===== config.mk =====
export PLATFORM = sky130hd
export DESIGN_NAME = int_subsystem
export DESIGN_NICKNAME = d
export VERILOG_FILES = /design/src/hw/irq_pkg.sv /design/src/hw/cpu_mem_pkg.sv /design/src/hw/irq_sel_if.sv /design/src/hw/irq_edge_sync.sv /design/src/hw/irq_pending_cell.sv /design/src/hw/irq_priority.sv /design/src/hw/int_controller.sv /design/src/hw/int_subsystem.sv
export SDC_FILE = /design/constraint.sdc
export NUM_CORES = 1
export LEC_CHECK = 0
export ABC_CLOCK_PERIOD_IN_PS = 5400
export BUFFER_PORTS_ARGS = -buffer_cell sky130_fd_sc_hd__clkbuf_2
export CAP_MARGIN = 20
export CORE_UTILIZATION = 40
export CTS_BUF_LIST = sky130_fd_sc_hd__clkbuf_8 sky130_fd_sc_hd__clkbuf_16
export DETAILED_ROUTE_END_ITERATION = 8
export GPL_TIMING_DRIVEN = 0
export PLACE_DENSITY = 0.7
export SETUP_SLACK_MARGIN = 0.05
export SLEW_MARGIN = 20
export SYNTH_ARGS = -nofsm -noshare
export SYNTH_HDL_FRONTEND = slang
export SYNTH_SLANG_ARGS = --single-unit

===== constraint.sdc =====
create_clock -name clk -period 5.4 [get_ports clk]
set_input_delay 0.81 -clock clk [delete_from_list [all_inputs] [get_ports clk]]
set_output_delay 0.81 -clock clk [all_outputs]
set_load 0.01 [all_outputs]

===== src/hw/irq_pkg.sv =====
package irq_pkg;

   // ==============================
   // Interrupt line types
   // ==============================

   typedef logic [2:0] irq_id_t;             // Line number, enough for eight lines

   // ==============================
   // Pipeline flush
   // ==============================

   // Bit order from 0 is fetch, decode_0, decode_1, register, address, execute, writeback
   typedef logic [6:0] flush_t;

   localparam flush_t FLUSH_ALL = 7'h7F;     // Every stage drops its contents

   // ==============================
   // Interrupt entry FSM
   // ==============================

   typedef enum logic [3:0] {
      IDLE, FLUSH, HANDSHAKE, SAVE, RD_OFF,
      WAIT_OFF, RD_CS, WAIT_CS, LOAD, RELEASE
   } int_state_t;

endpackage


===== src/hw/cpu_mem_pkg.sv =====
package cpu_mem_pkg;

   // ==============================
   // Memory port types
   // ==============================

   typedef logic [31:0] addr_t;              // Byte address on the memory port

   typedef logic [31:0] data_t;              // One data word on either phase

   typedef logic [3:0] wr_size_t;            // One enable per byte lane of a write

   // ==============================
   // Segment registers
   // ==============================

   typedef logic [15:0] seg_t;               // Selector loaded into CS

   // Each vector table entry is two words wide
   localparam addr_t IDT_ENTRY_BYTES = 32'd8;

   localparam addr_t WORD_BYTES = 32'd4;     // Step from offset word to CS word

endpackage


===== src/hw/irq_sel_if.sv =====
`timescale 1ns/1ns

interface irq_sel_if;

   import irq_pkg::*;

   logic    pending;                         // Some cell holds a request
   irq_id_t id;                              // Lowest pending line
   logic    clear;                           // Pulses for one cycle in LOAD
   irq_id_t clear_id;                        // Line served by the current entry

   // Selector side
   modport sel (
      output pending,
      output id,
      input  clear,
      input  clear_id
   );

   // Controller side
   modport ctrl (
      input  pending,
      input  id,
      output clear,
      output clear_id
   );

endinterface


===== src/hw/irq_edge_sync.sv =====
`timescale 1ns/1ns

module irq_edge_sync #(
   parameter int NUM_IRQ = 8
) (
   input  logic               clk,
   input  logic               arst_n,
   input  logic [NUM_IRQ-1:0] irq_lines,
   output logic [NUM_IRQ-1:0] edge_pulse
);

   logic [NUM_IRQ-1:0] sync_0;               // First stage may go metastable
   logic [NUM_IRQ-1:0] sync_1;
   logic [NUM_IRQ-1:0] sync_dly;             // Previous value of the clean line

   // ==============================
   // Two-flop synchronizer
   // ==============================

   always_ff @(posedge clk or negedge arst_n) begin
      if (!arst_n) begin
         sync_0 <= '0;
         sync_1 <= '0;
      end else begin
         sync_0 <= irq_lines;
         sync_1 <= sync_0;
      end
   end

   // Rising edge is registered so the pulse lands three cycles after the line
   always_ff @(posedge clk or negedge arst_n) begin
      if (!arst_n) begin
         sync_dly   <= '0;
         edge_pulse <= '0;
      end else begin
         sync_dly   <= sync_1;
         edge_pulse <= sync_1 & ~sync_dly;
      end
   end

endmodule


===== src/hw/irq_pending_cell.sv =====
`timescale 1ns/1ns

module irq_pending_cell (
   input  logic clk,
   input  logic arst_n,
   input  logic set,
   input  logic clr,
   output logic pending
);

   logic flag;

   // ==============================
   // Sticky request flag
   // ==============================

   // A new edge in the clear cycle must survive, so set is tested first
   always_ff @(posedge clk or negedge arst_n) begin
      if (!arst_n) begin
         flag <= 1'b0;
      end else if (set) begin
         flag <= 1'b1;
      end else if (clr) begin
         flag <= 1'b0;
      end
   end

   assign pending = flag;                    // Seen by the selector one edge after the pulse

endmodule


===== src/hw/irq_priority.sv =====
`timescale 1ns/1ns

module irq_priority #(
   parameter int NUM_IRQ = 8
) (
   input  logic [NUM_IRQ-1:0] cell_pending,
   output logic [NUM_IRQ-1:0] cell_clr,
   irq_sel_if.sel             sel
);

   import irq_pkg::*;

   // ==============================
   // Lowest index wins
   // ==============================

   always_comb begin
      sel.id = '0;
      // Scan downward so the last hit is the lowest pending line
      for (int i = NUM_IRQ - 1; i >= 0; i--) begin
         if (cell_pending[i]) begin
            sel.id = irq_id_t'(i);
         end
      end
   end

   assign sel.pending = |cell_pending;       // Any cell asks for service

   // ==============================
   // Clear decode
   // ==============================

   always_comb begin
      cell_clr = '0;
      for (int i = 0; i < NUM_IRQ; i++) begin
         // The controller names the line it latched, not the current winner
         if (sel.clear && (sel.clear_id == irq_id_t'(i))) begin
            cell_clr[i] = 1'b1;
         end
      end
   end

endmodule


===== src/hw/int_controller.sv =====
`timescale 1ns/1ns

module int_controller #(
   parameter cpu_mem_pkg::addr_t IDT_BASE   = 32'h0000_0400,
   parameter cpu_mem_pkg::addr_t STACK_ADDR = 32'h0000_7FFC
) (
   input  logic                  clk,
   input  logic                  arst_n,
   irq_sel_if.ctrl               sel,
   output logic                  mem_valid,
   input  logic                  mem_ready,
   output cpu_mem_pkg::addr_t    mem_address,
   output logic                  mem_wr_en,
   output cpu_mem_pkg::data_t    mem_wr_data,
   output cpu_mem_pkg::wr_size_t mem_wr_size,
   input  logic                  mem_dp_valid,
   input  cpu_mem_pkg::data_t    mem_dp_read_data,
   output irq_pkg::flush_t       flush,
   output logic                  decode_start_int,
   input  logic                  decode_end_int,
   output logic                  capture_bottom_eip,
   input  cpu_mem_pkg::addr_t    return_eip,
   output logic                  fetch_load,
   output cpu_mem_pkg::addr_t    fetch_load_address,
   output logic                  reg_load_cs,
   output cpu_mem_pkg::seg_t     reg_cs
);

   import irq_pkg::*;
   import cpu_mem_pkg::*;

   int_state_t state_q;
   int_state_t state_d;

   irq_id_t id_q;                            // Line taken at the start of the entry
   addr_t   eip_q;                           // Return address bound for the stack slot
   addr_t   off_q;                           // Handler offset from the first vector word
   seg_t    cs_q;                            // Handler code segment
   addr_t   vec_addr;

   assign vec_addr = IDT_BASE + (addr_t'(id_q) * IDT_ENTRY_BYTES);

   // ==============================
   // Next state
   // ==============================

   always_comb begin
      state_d = state_q;
      case (state_q)
         IDLE:      if (sel.pending) state_d = FLUSH;
         FLUSH:     state_d = HANDSHAKE;
         HANDSHAKE: if (decode_end_int) state_d = SAVE;
         SAVE:      if (mem_ready) state_d = RD_OFF;
         RD_OFF:    if (mem_ready) state_d = WAIT_OFF;
         WAIT_OFF:  if (mem_dp_valid) state_d = RD_CS;
         RD_CS:     if (mem_ready) state_d = WAIT_CS;
         WAIT_CS:   if (mem_dp_valid) state_d = LOAD;
         LOAD:      state_d = RELEASE;
         RELEASE:   if (!decode_end_int) state_d = IDLE;  // Decode has closed the exchange
         default:   state_d = IDLE;
      endcase
   end

   always_ff @(posedge clk or negedge arst_n) begin
      if (!arst_n) begin
         state_q <= IDLE;
      end else begin
         state_q <= state_d;
      end
   end

   // ==============================
   // Entry payload
   // ==============================

   always_ff @(posedge clk) begin
      if (state_q == IDLE && sel.pending) begin
         id_q <= sel.id;
      end
      if (state_q == FLUSH) begin
         eip_q <= return_eip;                // Fetch presents the bottom EIP in this cycle
      end
      if (state_q == WAIT_OFF && mem_dp_valid) begin
         off_q <= mem_dp_read_data;
      end
      if (state_q == WAIT_CS && mem_dp_valid) begin
         cs_q <= mem_dp_read_data[15:0];
      end
   end

   // ==============================
   // Outputs
   // ==============================

   // Start stays up through LOAD so decode keeps its ack high until the load
   assign decode_start_int = !(state_q inside {IDLE, FLUSH, RELEASE});

   assign flush              = (state_q == FLUSH) ? FLUSH_ALL : '0;
   assign capture_bottom_eip = (state_q == FLUSH);

   assign mem_valid   = state_q inside {SAVE, RD_OFF, RD_CS};
   assign mem_wr_en   = (state_q == SAVE);
   assign mem_wr_size = (state_q == SAVE) ? 4'hF : 4'h0;
   assign mem_wr_data = eip_q;

   always_comb begin
      case (state_q)
         SAVE:             mem_address = STACK_ADDR;
         RD_OFF, WAIT_OFF: mem_address = vec_addr;
         RD_CS, WAIT_CS:   mem_address = vec_addr + WORD_BYTES;  // CS word follows the offset
         default:          mem_address = '0;
      endcase
   end

   assign fetch_load         = (state_q == LOAD);
   assign reg_load_cs        = (state_q == LOAD);
   assign fetch_load_address = off_q;
   assign reg_cs             = cs_q;

   assign sel.clear    = (state_q == LOAD);  // Cell drops on the same edge as the load
   assign sel.clear_id = id_q;

endmodule


===== src/hw/int_subsystem.sv =====
`timescale 1ns/1ns

module int_subsystem #(
   parameter int                 NUM_IRQ    = 8,
   parameter cpu_mem_pkg::addr_t IDT_BASE   = 32'h0000_0400,
   parameter cpu_mem_pkg::addr_t STACK_ADDR = 32'h0000_7FFC
) (
   input  logic                  clk,
   input  logic                  arst_n,
   input  logic [NUM_IRQ-1:0]    irq_lines,
   output logic                  mem_valid,
   input  logic                  mem_ready,
   output cpu_mem_pkg::addr_t    mem_address,
   output logic                  mem_wr_en,
   output cpu_mem_pkg::data_t    mem_wr_data,
   output cpu_mem_pkg::wr_size_t mem_wr_size,
   input  logic                  mem_dp_valid,
   input  cpu_mem_pkg::data_t    mem_dp_read_data,
   output irq_pkg::flush_t       flush,
   output logic                  decode_start_int,
   input  logic                  decode_end_int,
   output logic                  capture_bottom_eip,
   input  cpu_mem_pkg::addr_t    return_eip,
   output logic                  fetch_load,
   output cpu_mem_pkg::addr_t    fetch_load_address,
   output logic                  reg_load_cs,
   output cpu_mem_pkg::seg_t     reg_cs
);

   logic [NUM_IRQ-1:0] edge_pulse;
   logic [NUM_IRQ-1:0] cell_pending;
   logic [NUM_IRQ-1:0] cell_clr;

   irq_sel_if u_sel_if ();

   // ==============================
   // Request side
   // ==============================

   irq_edge_sync #(.NUM_IRQ(NUM_IRQ)) u_edge_sync (
      .clk        (clk),
      .arst_n     (arst_n),
      .irq_lines  (irq_lines),
      .edge_pulse (edge_pulse)
   );

   for (genvar i = 0; i < NUM_IRQ; i++) begin : g_cell
      irq_pending_cell u_cell (
         .clk     (clk),
         .arst_n  (arst_n),
         .set     (edge_pulse[i]),
         .clr     (cell_clr[i]),
         .pending (cell_pending[i])
      );
   end

   irq_priority #(.NUM_IRQ(NUM_IRQ)) u_priority (
      .cell_pending (cell_pending),
      .cell_clr     (cell_clr),
      .sel          (u_sel_if)
   );

   // ==============================
   // Entry sequencer
   // ==============================

   int_controller #(.IDT_BASE(IDT_BASE), .STACK_ADDR(STACK_ADDR)) u_controller (
      .clk                (clk),
      .arst_n             (arst_n),
      .sel                (u_sel_if),
      .mem_valid          (mem_valid),
      .mem_ready          (mem_ready),
      .mem_address        (mem_address),
      .mem_wr_en          (mem_wr_en),
      .mem_wr_data        (mem_wr_data),
      .mem_wr_size        (mem_wr_size),
      .mem_dp_valid       (mem_dp_valid),
      .mem_dp_read_data   (mem_dp_read_data),
      .flush              (flush),
      .decode_start_int   (decode_start_int),
      .decode_end_int     (decode_end_int),
      .capture_bottom_eip (capture_bottom_eip),
      .return_eip         (return_eip),
      .fetch_load         (fetch_load),
      .fetch_load_address (fetch_load_address),
      .reg_load_cs        (reg_load_cs),
      .reg_cs             (reg_cs)
   );

endmodule


==> Word level (Yosys, flattened, before mapping) <==
Cells that the tools add are included.
{ "classes": {"mux": 43, "n_addsub": 2, "magnitude_cmp": 0, "n_div": 0, "multipliers": 0, "n_bitwise": 2, "n_eq_ne": 24, "n_reduce_logical": 30, "n_shift": 0} }
{ "op_table": {"columns": ["operator", "count"], "rows": [
  ["32-bit case mux with 3 select lines", 1],
  ["4-bit case mux with 10 select lines", 1],
  ["4-bit two-way mux", 9],
  ["32-bit by 3-bit adder with 32-bit output (second input constant)", 1],
  ["1-bit two-way mux", 25],
  ["4-bit by 3-bit == test with 1-bit output (second input constant)", 4],
  ["2-bit nonzero test", 8],
  ["2-bit != test (second input constant)", 7],
  ["11-bit by 6-bit adder with 12-bit output (first input constant)", 1],
  ["3-bit == test (second input constant)", 4],
  ["3-bit two-way mux", 4],
  ["1-bit logical AND", 11],
  ["8-bit AND", 1],
  ["4-bit by 2-bit == test with 1-bit output (second input constant)", 2],
  ["4-bit == test (second input constant)", 2],
  ["8-bit inverter", 1],
  ["8-bit AND reduction", 1],
  ["8-bit OR reduction", 1],
  ["7-bit two-way mux", 1],
  ["3-bit by 2-bit == test with 1-bit output (second input constant)", 2],
  ["3-bit nonzero test", 2],
  ["2-bit OR reduction", 3],
  ["4-bit by 1-bit == test with 1-bit output (second input constant)", 1],
  ["4-bit logical NOT", 1],
  ["6 further kinds", 7]
]} }
{ "word_totals": {"ramBits": 0, "latch_bits": 0, "ff_bits": 127, "output_inout_bits": 129, "mem_bits_ro": 0, "n_memories": 0} }

==> Longest topological paths before layout <==
{ "depth": {"word_depth": 7, "depth_mapped": 5} }

==> By module <==
A second synthesis with hierarchy kept.
{ "hier_totals": {"cells_unflattened": 270, "area_unflattened_um2": 4560.6} }
{ "by_module_without_submodules": {"columns": ["mod", "cells_per_inst", "instances", "area_per_inst_um2"], "rows": [
  ["int_controller", 180, 1, 3220.6],
  ["irq_edge_sync", 40, 1, 910.9],
  ["irq_pending_cell", 3, 8, 36.3],
  ["irq_priority", 26, 1, 138.9]
]} }

==> Least setup slack after synthesis <==
OpenSTA, ideal clock, no wires.
{ "synth_timing": {"path_type": "register to output", "start": "register u_controller.state_q[0]", "end": "output port flush[0]", "setup_slack_ns": 0.616, "n_path_buf": 2, "arrival_time_ns": 3.974, "path_stages_with_launch": 5, "path_cell_list": "dfrtp_1 > clkbuf_1 > nand2b_1 > nor3_1 > buf_4"} }
{ "synth_between": {"elab_chain_cells": 2} }
{ "synth_lines": {"columns": ["element", "line_no", "rtl"], "rows": [
  ["start, declared", "int_controller.sv:32", "int_state_t state_q;"],
  ["start signal, assigned", "int_controller.sv:68", "state_q <= state_d;"],
  ["4-bit by 1-bit == test with 1-bit output", null, null],
  ["named net capture_bottom_eip", "int_subsystem.sv:22", "output logic capture_bottom_eip,"],
  ["7-bit two-way mux", "int_controller.sv:98", "assign flush = (state_q == FLUSH) ? FLUSH_ALL : '0;"],
  ["end, declared", "int_subsystem.sv:19", "output irq_pkg::flush_t flush,"]
]} }
The timed path passes the listed nets, and every way through them passes these cells.

==> Worst setup path after layout <==
{ "layout_timing": {"start": "register u_controller.state_q[0]", "end": "output port flush[2]"} }
{ "layout_between": {"elab_chain_cells": 2} }
{ "layout_lines": {"columns": ["element", "line_no"], "rows": [
  ["4-bit by 1-bit == test with 1-bit output", "int_controller.sv:98"],
  ["7-bit two-way mux", "int_controller.sv:98"]
]} }
No other way between the ends.

==> summary.log <==
qor: run_status.run_status finished, final reports clean
qor: finish.final_layout_size_suffix_gt1_share 53.6%
qor: sta.timing.hold.ws 0.346 ns
qor: worst_setup_path.critical_path_required 4.59 ns
qor: cts.cts_num_sinks 127
qor: floorplanning.pin_count 206
qor: synthesis.syn-cell-area 0.00444 sq mm
qor: cts.cts.root.buffer_cell clkbuf_8
qor: sta.drv_slew 0
qor: worst_setup_path.most_numerous_cell_on_the_critical_path buf_4
qor: worst_setup_path.critical_path.max_fanout 14
qor: power_and_ir_drop.totalPowerFinal 2950 uW
qor: floorplanning.die_y 107 microns
qor: cts.cts_buffer_depth 2
qor: cts.ctsHoldBuffers 0
qor: sta.worst-slew-pin-transition 0.941 ns
qor: cts.cts_tree built
qor: drt.drt_iter0_drc 82
qor: sta.period_minus_slack 3.82 ns
qor: drt.drt-wirelength-per-cell 12.8 microns
qor: grt.largest_net_degree_at_the_start_of_global_routing 45
qor: finish.multi_input_area 586 sq um
qor: worst_setup_path.timing.critical_path.arrival 3.01 ns
qor: floorplanning.fp.coreArea 0.0108 sq mm
qor: worst_setup_path.crit_path_top_delay_cell nor3_2
qor: sta.final.setup_skew 0.00696 ns
qor: sta.max_freq 262 MHz
qor: power_and_ir_drop.pint 2110 uW
qor: drt.detailed_routing_iteration_count_for_the_pre_antenna_repair_pass 4
qor: finish.finalCoreUtilization 57.5%
qor: power_and_ir_drop.pwr-share-seq 41.4%
qor: drt.avgViaCountPerCell 4.39
qor: drt.route.antenna.remaining_nets 0
qor: cts.cts_setup_buffers 0
qor: synthesis.postSynthCellCount 260
qor: sta.report.final.setup_viol 0
qor: worst_setup_path.type_of_the_worst_setup_path flip-flop to primary output
qor: placed_design.weighted_congestion_reported_at_the_end_of_routability_driven_placement 0.845
qor: synthesis.yosys-top-cells-area edfxtp_1 56%, dfrtp_1 25%, buf_4 6.6%
qor: floorplanning.rows 38
qor: cts.clk_pin_slew_worst_paths 0.06 ns
qor: cts.h-tree-depth 4
qor: grt.track_usage 14.3%
qor: power_and_ir_drop.netSwitchingPower 846 uW
qor: synthesis.synth.lib_cells_used.distinct 33
qor: floorplanning.floorplan.initialDensity 40.9%
qor: power_and_ir_drop.clkPwrFrac 35.3%
qor: power_and_ir_drop.leakage_power 0.00282 uW
qor: finish.flow.area_growth_from_synthesis 40.6%
qor: grt.number_of_global_route_vias_before_repair 2553
qor: cts.insertion_delay 0.50 ns
qor: power_and_ir_drop.share_comb_of_total_power 23.3%
qor: floorplanning.die-area 0.0115 sq mm
qor: worst_setup_path.worstSetupEndpointType primary output
qor: synthesis.synth.avg_cell_area 17.1 sq um
qor: grt.grt_antenna_before_repair 0
qor: placed_design.placed_cell_area 0.00567 sq mm
qor: synthesis.part_of_the_yosys_area_used_for_sequential_elements 81.0%
qor: cts.cts-buffers-inserted 17
qor: drt.vias 2811
qor: job.drv.max_cap_violation_count 0
qor: grt.first_pass_grt_wire_length 12.0 mm
qor: synthesis.yosys.area.top_type_share 56.2%
qor: worst_setup_path.critical_path.cell_chain clkbuf_1 > nand2b_1 > nor3_2 > buf_4 > buf_4 > buf_4 > buf_4 > clkbuf_2
qor: finish.final_design_area_no_fill 0.00624 sq mm
qor: finish.stdcell_count 640
qor: placed_design.place_inst 608
qor: sta.final_hold_viol_count 0
qor: min_path.min-delay-path-class flip-flop to flip-flop
qor: power_and_ir_drop.power_per_cell_area 474 mW/mm^2
qor: power_and_ir_drop.power.switching_fraction 28.6%
qor: placed_design.portBuffers 186
qor: drt.detail_route.drc_violations 0
qor: sta.timing.final.crit_share 70.8%
qor: grt.globalRoute.totalOverflow 0
qor: placed_design.post-dp-hpwl 6.05 mm
qor: finish.finish.net_count 564
qor: finish.filler_cell_count 868
qor: floorplanning.chipWidth 107 microns
qor: synthesis.yosysWarnings 0
qor: sta.slew_hr 37.3%
qor: sta.setup_repair_after_global_routing_missed_its_margin no
qor: power_and_ir_drop.vdd.ir_drop.worst 0.281 mV
qor: finish.storage_element_area 0.00359 sq mm
qor: worst_setup_path.cp_slowest_stage_delay 0.49 ns
qor: synthesis.ys_ff_latch 127
qor: cts.cts_resized 0
qor: synthesis.netlist.top_cell.by_area edfxtp_1
qor: drt.drt_wl_total 8.19 mm
qor: finish.diodes 0
qor: worst_setup_path.worst_setup_path_start_kind flip-flop
final cells by class:
type / count / area share [%]
Clock buffer: 19 / 7.44
Buffer: 46 / 5.24
Tap cell: 140 / 2.81
Clock inverter: 13 / 1.59
Multi-Input combinational cell: 100 / 9.39
Inverter: 5 / 0.301
Sequential cell: 127 / 57.6
Timing Repair Buffer: 190 / 15.6
state kept, by name (all words and copies together) (netlist names):
| name | cells |
|---|---|
| u_controller.fetch_load_address | 32 |
| u_controller.mem_wr_data | 32 |
| u_controller.reg_cs | 16 |
| g_cell.u_cell.pending | 8 |
| u_edge_sync.edge_pulse | 8 |
| u_edge_sync.sync_0 | 8 |
| u_edge_sync.sync_1 | 8 |
| u_edge_sync.sync_dly | 8 |
| u_controller.state_q | 4 |
| u_controller.sel.clear_id | 3 |
cell families after synthesis:
logic type             count (synthesis)  synth area share (%)
other                                  1                0.0845
AND/OR/NAND/NOR                       52                  6.85
multiplexers                           1                 0.226
flip-flops                           127                  81.0
AO/OA/AOI/OAI                         28                  4.06
buffers and inverters                 51                  7.78
metal layers:
layer	part of all wire [%]	track usage [%]	vias up
met2	51	23.5	155
met4	1.9	9.49	0
met5	0	0	-
li1	-	-	1332
met3	8.6	5.33	14
met1	38	15.4	1310
power by group through the flow:
| stage | Combinational (uW) | Clock [uW] | Sequential (uW) |
|---|---|---|---|
| after floorplan | 365 | 0 | 1280 |
| after detailed placement | 691 | 0 | 1240 |
| final | 687 | 1040 | 1220 |
| after global routing | 750 | 1110 | 1240 |
| after global placement | 657 | 0 | 1250 |
| after CTS | 693 | 1070 | 1230 |
worst paths after layout:
check	startpoint	cells after the start	slack, ns	endpoint
hold reg to reg	u_edge_sync.sync_0[0]$_DFF_PN0_	0	0.35	u_edge_sync.sync_1[0]$_DFF_PN0_
setup / recovery	u_controller.state_q[0]$_DFFE_PN0P_	8	1.58	flush[2]
max in group asynchronous	arst_n	1	4.36	g_cell[1].u_cell.pending$_DFFE_PN0P_
hold / removal	u_edge_sync.sync_0[0]$_DFF_PN0_	0	0.35	u_edge_sync.sync_1[0]$_DFF_PN0_
min in group asynchronous	arst_n	1	0.46	u_edge_sync.sync_0[5]$_DFF_PN0_
setup reg to reg	u_controller.state_q[0]$_DFFE_PN0P_	6	2.84	u_controller.mem_wr_data[2]$_DFFE_PP_
cell usage after synthesis:
| master | count |
|---|---|
| nor3b_1 | 1 |
| nor4_1 | 2 |
| a21boi_0 | 1 |
| conb_1 | 1 |
| a22oi_1 | 2 |
| nor2b_1 | 10 |
| nand2b_1 | 6 |
| buf_4 | 39 |
| nor2_1 | 8 |
| nand2_1 | 6 |
| or3b_1 | 1 |
| inv_1 | 5 |
| o211a_1 | 1 |
| a21o_1 | 5 |
| o21ai_0 | 6 |
| dfrtp_1 | 44 |
| edfxtp_1 | 83 |
| a221oi_1 | 1 |
| clkbuf_1 | 6 |
| nand3_1 | 5 |
| nand3b_1 | 2 |
| mux2i_1 | 1 |
| nor4b_4 | 1 |
| nand2b_2 | 1 |
| or2_2 | 1 |
| buf_6 | 1 |
| o31ai_1 | 1 |
| or4_1 | 1 |
| a21oi_1 | 8 |
| a2111oi_0 | 1 |
| nor3_1 | 6 |
| and2_1 | 1 |
| o21bai_1 | 2 |
stage by stage:
step | TNS [ns] | setup WS (ns)
final | 0 | 1.58
after global routing | 0 | 1.33
after CTS | 0 | 1.53
after detailed placement | 0 | 2.10
after global placement | -3.33 | -0.420
after floorplan | 0 | 0.616
cells in the final DEF, fill, tap and decap left out, drive strengths merged, types with 2 or more instances in the layout:
cell type / n
clkbuf: 210
nor2b: 10
nand2: 6
edfxtp: 83
dfrtp: 44
a21oi: 8
nor2: 8
clkinv: 5
buf: 45
nor4: 2
o21ai: 6
a21o: 5
nand2b: 7
nand3: 5
inv: 13
a22oi: 2
nor3: 6
o21bai: 2
conb: 19
nand3b: 2
critical path, delay by kind of cell, from the launching register on:
family,cells,cell delay [ns]
buffers and inverters,6,1.36
AND/OR/NAND/NOR,2,0.69
flip-flops,1,0.45
No activity file was read; power rests on OpenSTA's default activity.
